File: src/hdl/pc_periph_pkg.sv
// ---------------------------------------------------------------------
// Shared widths and I/O port constants for the XT chipset glue.
// Port numbers are 16 bits wide. Only A15..A0 take part in I/O decode.
// ---------------------------------------------------------------------
package pc_periph_pkg;

    // Bus widths
    localparam int ADDR_W     = 20;
    localparam int DATA_W     = 8;

    // EMS page mapper
    localparam int EMS_SLOTS  = 4;
    localparam int EMS_PAGE_W = 7;

    // Write data that turns a slot off
    localparam logic [DATA_W-1:0] EMS_PAGE_OFF   = 8'hFF;
    // First data byte that is not a page number
    localparam logic [DATA_W-1:0] EMS_PAGE_LIMIT = 8'h80;

    // Default port bases, overridable at the top level
    localparam logic [15:0] DEF_EMS_PORT = 16'h0260;
    localparam logic [15:0] DEF_LPT_PORT = 16'h0378;

    // NMI mask window, 8 ports from this base
    localparam logic [15:0] NMI_PORT     = 16'h00A0;

    // Chipset view of an I/O port number
    typedef struct packed {
        logic [5:0] high;
        logic [1:0] board;
        logic [2:0] block;
        logic [4:0] offset;
    } io_port_fields_t;

    // One port number, seen raw or split into chipset fields
    typedef union packed {
        logic [15:0]     raw;
        io_port_fields_t chipset;
    } io_port_u;

endpackage

File: src/hdl/io_port_decoder.sv
// ---------------------------------------------------------------------
// Combinational I/O decode. Selects are only valid while IOR# or IOW#
// is low and AEN is low. Legacy selects need A9..A8 zero.
// ---------------------------------------------------------------------
`timescale 1ns/10ps

module io_port_decoder
    import pc_periph_pkg::*;
#(
    parameter logic [15:0] ems_port = DEF_EMS_PORT,
    parameter logic [15:0] lpt_port = DEF_LPT_PORT
) (
    input  logic [ADDR_W-1:0] address_i,
    input  logic              address_enable_n_i,
    input  logic              io_read_n_i,
    input  logic              io_write_n_i,
    input  logic              ems_enabled_i,
    input  logic              tandy_video_i,
    output logic              dma_cs_n_o,
    output logic              pic_cs_n_o,
    output logic              pit_cs_n_o,
    output logic              ppi_cs_n_o,
    output logic              dma_page_cs_n_o,
    output logic              ems_sel_o,
    output logic              lpt_sel_o,
    output logic              nmi_sel_o
);

    io_port_u    port;
    logic        io_cycle;
    logic        board_hit;
    logic [4:0]  legacy_sel;

    assign port.raw = address_i[15:0];

    // Any I/O strobe with the CPU owning the bus
    assign io_cycle  = (~io_read_n_i | ~io_write_n_i) & ~address_enable_n_i;
    assign board_hit = io_cycle & (port.chipset.board == 2'b00);

    // One-hot block decode, blocks 5..7 are not used here
    always_comb begin
        legacy_sel = '0;
        if (board_hit) begin
            case (port.chipset.block)
                3'd0:    legacy_sel[0] = 1'b1;
                3'd1:    legacy_sel[1] = 1'b1;
                3'd2:    legacy_sel[2] = 1'b1;
                3'd3:    legacy_sel[3] = 1'b1;
                3'd4:    legacy_sel[4] = 1'b1;
                default: legacy_sel    = '0;
            endcase
        end
    end

    assign dma_cs_n_o      = ~legacy_sel[0];
    assign pic_cs_n_o      = ~legacy_sel[1];
    assign pit_cs_n_o      = ~legacy_sel[2];
    assign ppi_cs_n_o      = ~legacy_sel[3];
    assign dma_page_cs_n_o = ~legacy_sel[4];

    // EMS registers, four ports from the base
    assign ems_sel_o = io_cycle & ems_enabled_i & (port.raw[15:2] == ems_port[15:2]);

    // LPT data port, exact match
    assign lpt_sel_o = io_cycle & (port.raw == lpt_port);

    // NMI mask exists only on Tandy machines
    assign nmi_sel_o = io_cycle & tandy_video_i & (port.raw[15:3] == NMI_PORT[15:3]);

endmodule

File: src/hdl/ems_page_mapper.sv
// ---------------------------------------------------------------------
// Four EMS slots written through the EMS port window. A write takes
// two clocks to reach the slot. Bank hits are combinational and only
// valid for memory cycles.
// ---------------------------------------------------------------------
`timescale 1ns/10ps

module ems_page_mapper
    import pc_periph_pkg::*;
(
    input  logic                 clock,
    input  logic                 reset,
    input  logic [ADDR_W-1:0]    address_i,
    input  logic [DATA_W-1:0]    data_i,
    input  logic                 io_read_n_i,
    input  logic                 io_write_n_i,
    input  logic                 ems_sel_i,
    input  logic [1:0]           ems_window_i,
    output logic [DATA_W-1:0]    ems_read_data_o,
    output logic [EMS_SLOTS-1:0] bank_hit_o
);

    localparam int SLOT_W = $clog2(EMS_SLOTS);

    logic [EMS_PAGE_W-1:0] slot_page [EMS_SLOTS];
    logic [EMS_SLOTS-1:0]  slot_ena;

    logic                  wr_stb;
    logic [SLOT_W-1:0]     wr_slot;
    logic [EMS_PAGE_W-1:0] wr_page;
    logic                  wr_ena;

    logic                  data_off;
    logic                  data_page;
    logic [SLOT_W-1:0]     rd_slot;
    logic [3:0]            win_base;
    logic                  io_cycle;

    // Write data classes, anything else is ignored
    assign data_off  = (data_i == EMS_PAGE_OFF);
    assign data_page = (data_i < EMS_PAGE_LIMIT);

    // Stage the write, FFh leaves 7Fh in the page field
    always_ff @(posedge clock, posedge reset) begin
        if (reset) begin
            wr_stb <= 1'b0;
        end else begin
            wr_stb <= ems_sel_i & ~io_write_n_i & (data_off | data_page);
        end
    end

    always_ff @(posedge clock) begin
        wr_slot <= address_i[SLOT_W-1:0];
        wr_page <= data_i[EMS_PAGE_W-1:0];
        wr_ena  <= data_page;
    end

    // Commit on the following edge
    always_ff @(posedge clock, posedge reset) begin
        if (reset) begin
            slot_ena <= '0;
            for (int k = 0; k < EMS_SLOTS; k++) begin
                slot_page[k] <= '0;
            end
        end else if (wr_stb) begin
            slot_page[wr_slot] <= wr_page;
            slot_ena[wr_slot]  <= wr_ena;
        end
    end

    // Disabled slots read back as FFh
    assign rd_slot = address_i[SLOT_W-1:0];
    assign ems_read_data_o = slot_ena[rd_slot] ?
                             {{(DATA_W-EMS_PAGE_W){1'b0}}, slot_page[rd_slot]} :
                             EMS_PAGE_OFF;

    // 64K frame at A0000h, C0000h or D0000h
    always_comb begin
        case (ems_window_i)
            2'd0:    win_base = 4'hA;
            2'd1:    win_base = 4'hC;
            default: win_base = 4'hD;
        endcase
    end

    assign io_cycle = ~io_read_n_i | ~io_write_n_i;

    // Each slot covers 16K of the frame
    always_comb begin
        for (int k = 0; k < EMS_SLOTS; k++) begin
            bank_hit_o[k] = ~io_cycle & slot_ena[k] &
                (address_i[ADDR_W-1 -: 4+SLOT_W] == {win_base, SLOT_W'(k)});
        end
    end

endmodule

File: src/hdl/chipset_readback.sv
// ---------------------------------------------------------------------
// LPT and NMI mask latches plus the registered read data path.
// Read data appears one clock after the sampled strobe. Memory reads
// are not sourced here.
// ---------------------------------------------------------------------
`timescale 1ns/10ps

module chipset_readback
    import pc_periph_pkg::*;
(
    input  logic              clock,
    input  logic              reset,
    input  logic [DATA_W-1:0] data_i,
    input  logic              io_read_n_i,
    input  logic              io_write_n_i,
    input  logic              memory_read_n_i,
    input  logic              interrupt_acknowledge_n_i,
    input  logic              pic_cs_n_i,
    input  logic              pit_cs_n_i,
    input  logic              ppi_cs_n_i,
    input  logic              ems_sel_i,
    input  logic              lpt_sel_i,
    input  logic              nmi_sel_i,
    input  logic [DATA_W-1:0] pic_data_i,
    input  logic [DATA_W-1:0] pit_data_i,
    input  logic [DATA_W-1:0] ppi_data_i,
    input  logic [DATA_W-1:0] ems_data_i,
    output logic [DATA_W-1:0] data_bus_o,
    output logic              from_chipset_o,
    output logic [DATA_W-1:0] nmi_mask_o
);

    logic [DATA_W-1:0] lpt_data;
    logic [DATA_W-1:0] nmi_mask;
    logic              io_rd;
    logic              io_wr;

    assign io_rd = ~io_read_n_i;
    assign io_wr = ~io_write_n_i;

    // Latches update on the edge that samples the write
    always_ff @(posedge clock, posedge reset) begin
        if (reset) begin
            lpt_data <= 8'hFF;
            nmi_mask <= 8'hFF;
        end else begin
            if (lpt_sel_i & io_wr) begin
                lpt_data <= data_i;
            end
            if (nmi_sel_i & io_wr) begin
                nmi_mask <= data_i;
            end
        end
    end

    assign nmi_mask_o = nmi_mask;

    // Fixed priority, INTA first. memory_read_n_i is reserved for
    // video RAM sources and takes no part yet
    always_ff @(posedge clock, posedge reset) begin
        if (reset) begin
            from_chipset_o <= 1'b0;
            data_bus_o     <= '0;
        end else begin
            from_chipset_o <= 1'b1;
            if (~interrupt_acknowledge_n_i) begin
                data_bus_o <= pic_data_i;
            end else if (~pic_cs_n_i & io_rd) begin
                data_bus_o <= pic_data_i;
            end else if (~pit_cs_n_i & io_rd) begin
                data_bus_o <= pit_data_i;
            end else if (~ppi_cs_n_i & io_rd) begin
                data_bus_o <= ppi_data_i;
            end else if (ems_sel_i & io_rd) begin
                data_bus_o <= ems_data_i;
            end else if (lpt_sel_i & io_rd) begin
                data_bus_o <= lpt_data;
            end else if (nmi_sel_i & io_rd) begin
                data_bus_o <= nmi_mask;
            end else begin
                from_chipset_o <= 1'b0;
                data_bus_o     <= '0;
            end
        end
    end

endmodule

File: src/hdl/pc_peripherals.sv
// ---------------------------------------------------------------------
// XT chipset I/O glue. The 8259, 8253 and 8255 are external; only
// their selects and read data pass through here. Single clock domain.
// ---------------------------------------------------------------------
`timescale 1ns/10ps

module pc_peripherals
    import pc_periph_pkg::*;
#(
    parameter logic [15:0] ems_port = DEF_EMS_PORT,
    parameter logic [15:0] lpt_port = DEF_LPT_PORT
) (
    input  logic                 clock,
    input  logic                 reset,
    input  logic [ADDR_W-1:0]    address_i,
    input  logic [DATA_W-1:0]    data_i,
    input  logic                 address_enable_n_i,
    input  logic                 io_read_n_i,
    input  logic                 io_write_n_i,
    input  logic                 memory_read_n_i,
    input  logic                 ems_enabled_i,
    input  logic [1:0]           ems_window_i,
    input  logic                 tandy_video_i,
    input  logic                 interrupt_acknowledge_n_i,
    input  logic [DATA_W-1:0]    pic_data_i,
    input  logic [DATA_W-1:0]    pit_data_i,
    input  logic [DATA_W-1:0]    ppi_data_i,
    output logic                 dma_cs_n_o,
    output logic                 pic_cs_n_o,
    output logic                 pit_cs_n_o,
    output logic                 ppi_cs_n_o,
    output logic                 dma_page_cs_n_o,
    output logic [EMS_SLOTS-1:0] bank_hit_o,
    output logic [DATA_W-1:0]    nmi_mask_o,
    output logic [DATA_W-1:0]    data_bus_o,
    output logic                 from_chipset_o
);

    logic              ems_sel;
    logic              lpt_sel;
    logic              nmi_sel;
    logic [DATA_W-1:0] ems_read_data;

    io_port_decoder #(
        .ems_port (ems_port),
        .lpt_port (lpt_port)
    ) u_io_port_decoder (
        .address_i          (address_i),
        .address_enable_n_i (address_enable_n_i),
        .io_read_n_i        (io_read_n_i),
        .io_write_n_i       (io_write_n_i),
        .ems_enabled_i      (ems_enabled_i),
        .tandy_video_i      (tandy_video_i),
        .dma_cs_n_o         (dma_cs_n_o),
        .pic_cs_n_o         (pic_cs_n_o),
        .pit_cs_n_o         (pit_cs_n_o),
        .ppi_cs_n_o         (ppi_cs_n_o),
        .dma_page_cs_n_o    (dma_page_cs_n_o),
        .ems_sel_o          (ems_sel),
        .lpt_sel_o          (lpt_sel),
        .nmi_sel_o          (nmi_sel)
    );

    ems_page_mapper u_ems_page_mapper (
        .clock           (clock),
        .reset           (reset),
        .address_i       (address_i),
        .data_i          (data_i),
        .io_read_n_i     (io_read_n_i),
        .io_write_n_i    (io_write_n_i),
        .ems_sel_i       (ems_sel),
        .ems_window_i    (ems_window_i),
        .ems_read_data_o (ems_read_data),
        .bank_hit_o      (bank_hit_o)
    );

    chipset_readback u_chipset_readback (
        .clock                     (clock),
        .reset                     (reset),
        .data_i                    (data_i),
        .io_read_n_i               (io_read_n_i),
        .io_write_n_i              (io_write_n_i),
        .memory_read_n_i           (memory_read_n_i),
        .interrupt_acknowledge_n_i (interrupt_acknowledge_n_i),
        .pic_cs_n_i                (pic_cs_n_o),
        .pit_cs_n_i                (pit_cs_n_o),
        .ppi_cs_n_i                (ppi_cs_n_o),
        .ems_sel_i                 (ems_sel),
        .lpt_sel_i                 (lpt_sel),
        .nmi_sel_i                 (nmi_sel),
        .pic_data_i                (pic_data_i),
        .pit_data_i                (pit_data_i),
        .ppi_data_i                (ppi_data_i),
        .ems_data_i                (ems_read_data),
        .data_bus_o                (data_bus_o),
        .from_chipset_o            (from_chipset_o),
        .nmi_mask_o                (nmi_mask_o)
    );

endmodule

File: config.mk
export PLATFORM = sky130hd
export DESIGN_NAME = pc_peripherals
export DESIGN_NICKNAME = d
export VERILOG_FILES = /design/src/hdl/pc_periph_pkg.sv /design/src/hdl/io_port_decoder.sv /design/src/hdl/ems_page_mapper.sv /design/src/hdl/chipset_readback.sv /design/src/hdl/pc_peripherals.sv
export SDC_FILE = /design/constraint.sdc
export NUM_CORES = 1
export LEC_CHECK = 0
export BUFFER_PORTS_ARGS = -buffer_cell sky130_fd_sc_hd__buf_2
export CELL_PAD_IN_SITES_DETAIL_PLACEMENT = 2
export CELL_PAD_IN_SITES_GLOBAL_PLACEMENT = 2
export CORE_MARGIN = 2
export CORE_UTILIZATION = 36
export CTS_BUF_LIST = sky130_fd_sc_hd__clkbuf_16
export DETAILED_ROUTE_END_ITERATION = 16
export GPL_TIMING_DRIVEN = 0
export PLACE_DENSITY_LB_ADDON = 0.1
export SETUP_SLACK_MARGIN = 0.15
export SLEW_MARGIN = 20
export SYNTH_ARGS = -nofsm -noshare
export SYNTH_HDL_FRONTEND = slang
export SYNTH_SLANG_ARGS = --single-unit
File: constraint.sdc
create_clock -name clock -period 5.85 [get_ports clock]
set_clock_uncertainty 0.2 [all_clocks]
set_input_delay 1.17 -clock clock [delete_from_list [all_inputs] [get_ports clock]]
set_output_delay 1.17 -clock clock [all_outputs]
set_load 0.1 [all_outputs]
==> flow_metrics.env <==
export IMPL_drt_iter0_markers=108
export IMPL_multiInputGateArea_um2=1560
export IMPL_yosys_register_bits=68
export IMPL_vias_per_cell=5.65
export IMPL_postSynthAreaPerCell_um2=11.7
export IMPL_tightest_slew_ns=0.995
export IMPL_nFillCells=936
export IMPL_slew_headroom=0.331
export IMPL_dr_pass1_iters=4
export IMPL_root_buffer="clkbuf_16"
export IMPL_holdPathEnd="u_chipset_readback.nmi_mask_o[7]"
export IMPL_cts_sinks=68
export IMPL_hold_path_depth=2
export IMPL_clkTransAtPathRegs_ns=0.06
export IMPL_p_per_area_nw_per_um2=266
export IMPL_n_antenna_cell=0
export IMPL_cts_tree="done"
export IMPL_vias=2796
export IMPL_die_x_um=99.8
export IMPL_reg2reg_slack_ns=3.95
export IMPL_critical_path_arrival_ns=2.92
export IMPL_synthFlopType="dfrtp_1"
export IMPL_finalSetupTns_ns=0
export IMPL_synth_cell_types=46
export IMPL_critPathCaptureType="primary output"
export IMPL_reg2reg_depth=6
export IMPL_core_area_um2=8810
export IMPL_yosys_warnings=0
export IMPL_peakVddDrop_mv=0.141
export IMPL_leakage_uw=0.00197
export IMPL_drive_above_1_share=0.478
export IMPL_grt_pass1_vias=3022
export IMPL_netlist_area_um2=3300
export IMPL_rows=34
export IMPL_finalCritPeriodShare=0.734
export IMPL_dp_slack_ns=1.55
export IMPL_area_growth_pct=26.7
export IMPL_hp_class="register to register"
export IMPL_clock_path_buffers=2
export IMPL_status="finished, final reports clean"
export IMPL_grt_pass1_wl_um=17500
export IMPL_cts_resized=0
export IMPL_finalHoldViolations=0
export IMPL_antenna_found_initial=0
export IMPL_yosysSeqAreaShare=0.506
export IMPL_fin_area_um2=4180
export IMPL_hold_start="u_chipset_readback.nmi_mask_o[7]"
export IMPL_start_kind="input pin"
export IMPL_r2r_start="u_ems_page_mapper.slot_ena[2]"
export IMPL_layout_common_cells="buf_2, mux2_2, dfrtp_1"
export IMPL_finalCriticalPeriod_ns=4.29
export IMPL_cts_made_buffers=9
export IMPL_maxCapViolations=0
export IMPL_final_common_cell="buf_2"
export IMPL_synth_fp_nets=346
export IMPL_synth_edf_count=0
export IMPL_cts_setup_buffers=0
export IMPL_htreeDepth=3
export IMPL_crit_type="input pin to primary output"
export IMPL_fmax_mhz=233
export IMPL_portBuffers=87
export IMPL_drv_slew=0
export IMPL_hold_buffers=0
export IMPL_place_area_um2=3900
export IMPL_r2r_end="u_chipset_readback.data_bus_o[5]"
export IMPL_clock_insertion_delay_worst_skew_ns=0.33
export IMPL_nets=445
export IMPL_worstPathRequired_ns=4.48
export IMPL_power_total_uw=1110
export IMPL_dp_hpwl_um=8320
export IMPL_finalWorstSetupSlack_ns=1.56
export IMPL_dieArea_um2=9960
export IMPL_grt_ovfl_total=0
export IMPL_setup_viol=0
export IMPL_track_usage=0.237
export IMPL_seq_area_um2=1670
export IMPL_fp_dieH_um=99.8
export IMPL_cp_max_fo=7
export IMPL_routabilityCongestion=0.834
export IMPL_utilization=0.475
export IMPL_post_drt_wl_per_cell_um=22.7
export IMPL_synthArstFlopShare=0.853
export IMPL_start_util=0.375
export IMPL_drc=0
export IMPL_ant_nets=0
export IMPL_syn_inst=283
export IMPL_io_pins=89
export IMPL_rsz0062_at_grt="false"
export IMPL_finalWirelength_um=11200
export IMPL_grt_max_degree=42
==> registers in the layout, summed over array words and instances, names as in the netlist <==
name and count:
u_ems_page_mapper.slot_page 28, u_ems_page_mapper.wr_stb 1, u_chipset_readback.from_chipset_o 1, u_chipset_readback.lpt_data 8
u_chipset_readback.nmi_mask_o 8, u_chipset_readback.data_bus_o 8, u_ems_page_mapper.slot_ena 4, u_ems_page_mapper.wr_slot 2
u_ems_page_mapper.wr_page 7, u_ems_page_mapper.wr_ena 1
==> Yosys cell counts, drive strengths merged, types with 3 or more instances <==
cell | count | area, µm²
nand3 | 12 | 60.1
nand2 | 13 | 48.8
dfxtp | 10 | 200
o221a | 5 | 56.3
o221ai | 10 | 87.6
a21oi | 28 | 140
o32ai | 6 | 90.1
a221oi | 5 | 43.8
nor2b | 7 | 43.8
dfstp | 16 | 420
o21ai | 8 | 40.0
o22ai | 3 | 18.8
and3 | 8 | 50.1
inv | 5 | 18.8
nand3b | 4 | 42.5
dfrtp | 42 | 1050
mux2 | 46 | 518
nor2 | 10 | 45.0
nor3 | 4 | 20.0
clkbuf | 11 | 41.3
==> metrics by stage <==
step	instances	hold WS (ns)
4_1_cts	495	0.306
5_1_grt	495	0.321
3_5_place_dp	479	0.294
6_report	495	0.302
2_1_floorplan	283	0.258
3_3_place_gp	478	0.281
==> per-layer routing <==
metal	global-route usage	wire, µm	up-vias
met2	0.409	5620	75
li1	-	-	1284
met5	0	0	-
met1	0.307	4950	1429
met4	0.0601	123	0
met3	0.0467	540	8
==> cells by family after synthesis <==
family,count (synthesis),synth area share
AND/OR/NAND/NOR,81,0.156
AO/OA/AOI/OAI,70,0.158
flip-flops,68,0.506
multiplexers,46,0.157
buffers and inverters,18,0.0231
==> worst max path at each step <==
stage / start / to / depth (start not counted)
after global placement: address_i[8] / ppi_cs_n_o / 6
after floorplan: io_read_n_i / bank_hit_o[0] / 4
after detailed placement: address_i[8] / ppi_cs_n_o / 6
final: address_i[8] / ppi_cs_n_o / 6
after global routing: address_i[8] / ppi_cs_n_o / 6
after CTS: address_i[8] / ppi_cs_n_o / 6
==> layout make-up <==
cell class,instances,area share
clock buffers,10,0.0598
clock inverters,6,0.00748
plain buffers,13,0.0138
inverters,5,0.00508
multi-input cells,197,0.373
repair buffers,88,0.109
flip-flops and latches,68,0.400
well taps,108,0.0323
==> report_power, final <==
| part | internal, µW | switching [µW] | leakage (µW) |
|---|---|---|---|
| clock network | 308 | 202 | 0.000150 |
| logic | 32.7 | 84.3 | 0.000994 |
| registers | 478 | 5.85 | 0.000823 |
| total | 819 | 292 | 0.00197 |
==> worst max-delay path, stage by stage <==
cell and delay [ns]:
buf_2 0.12, or4_1 0.63, a21oi_1 0.28, and2b_1 0.34, inv_1 0.07, buf_2 0.29
Power figures use the tool's default switching activity.
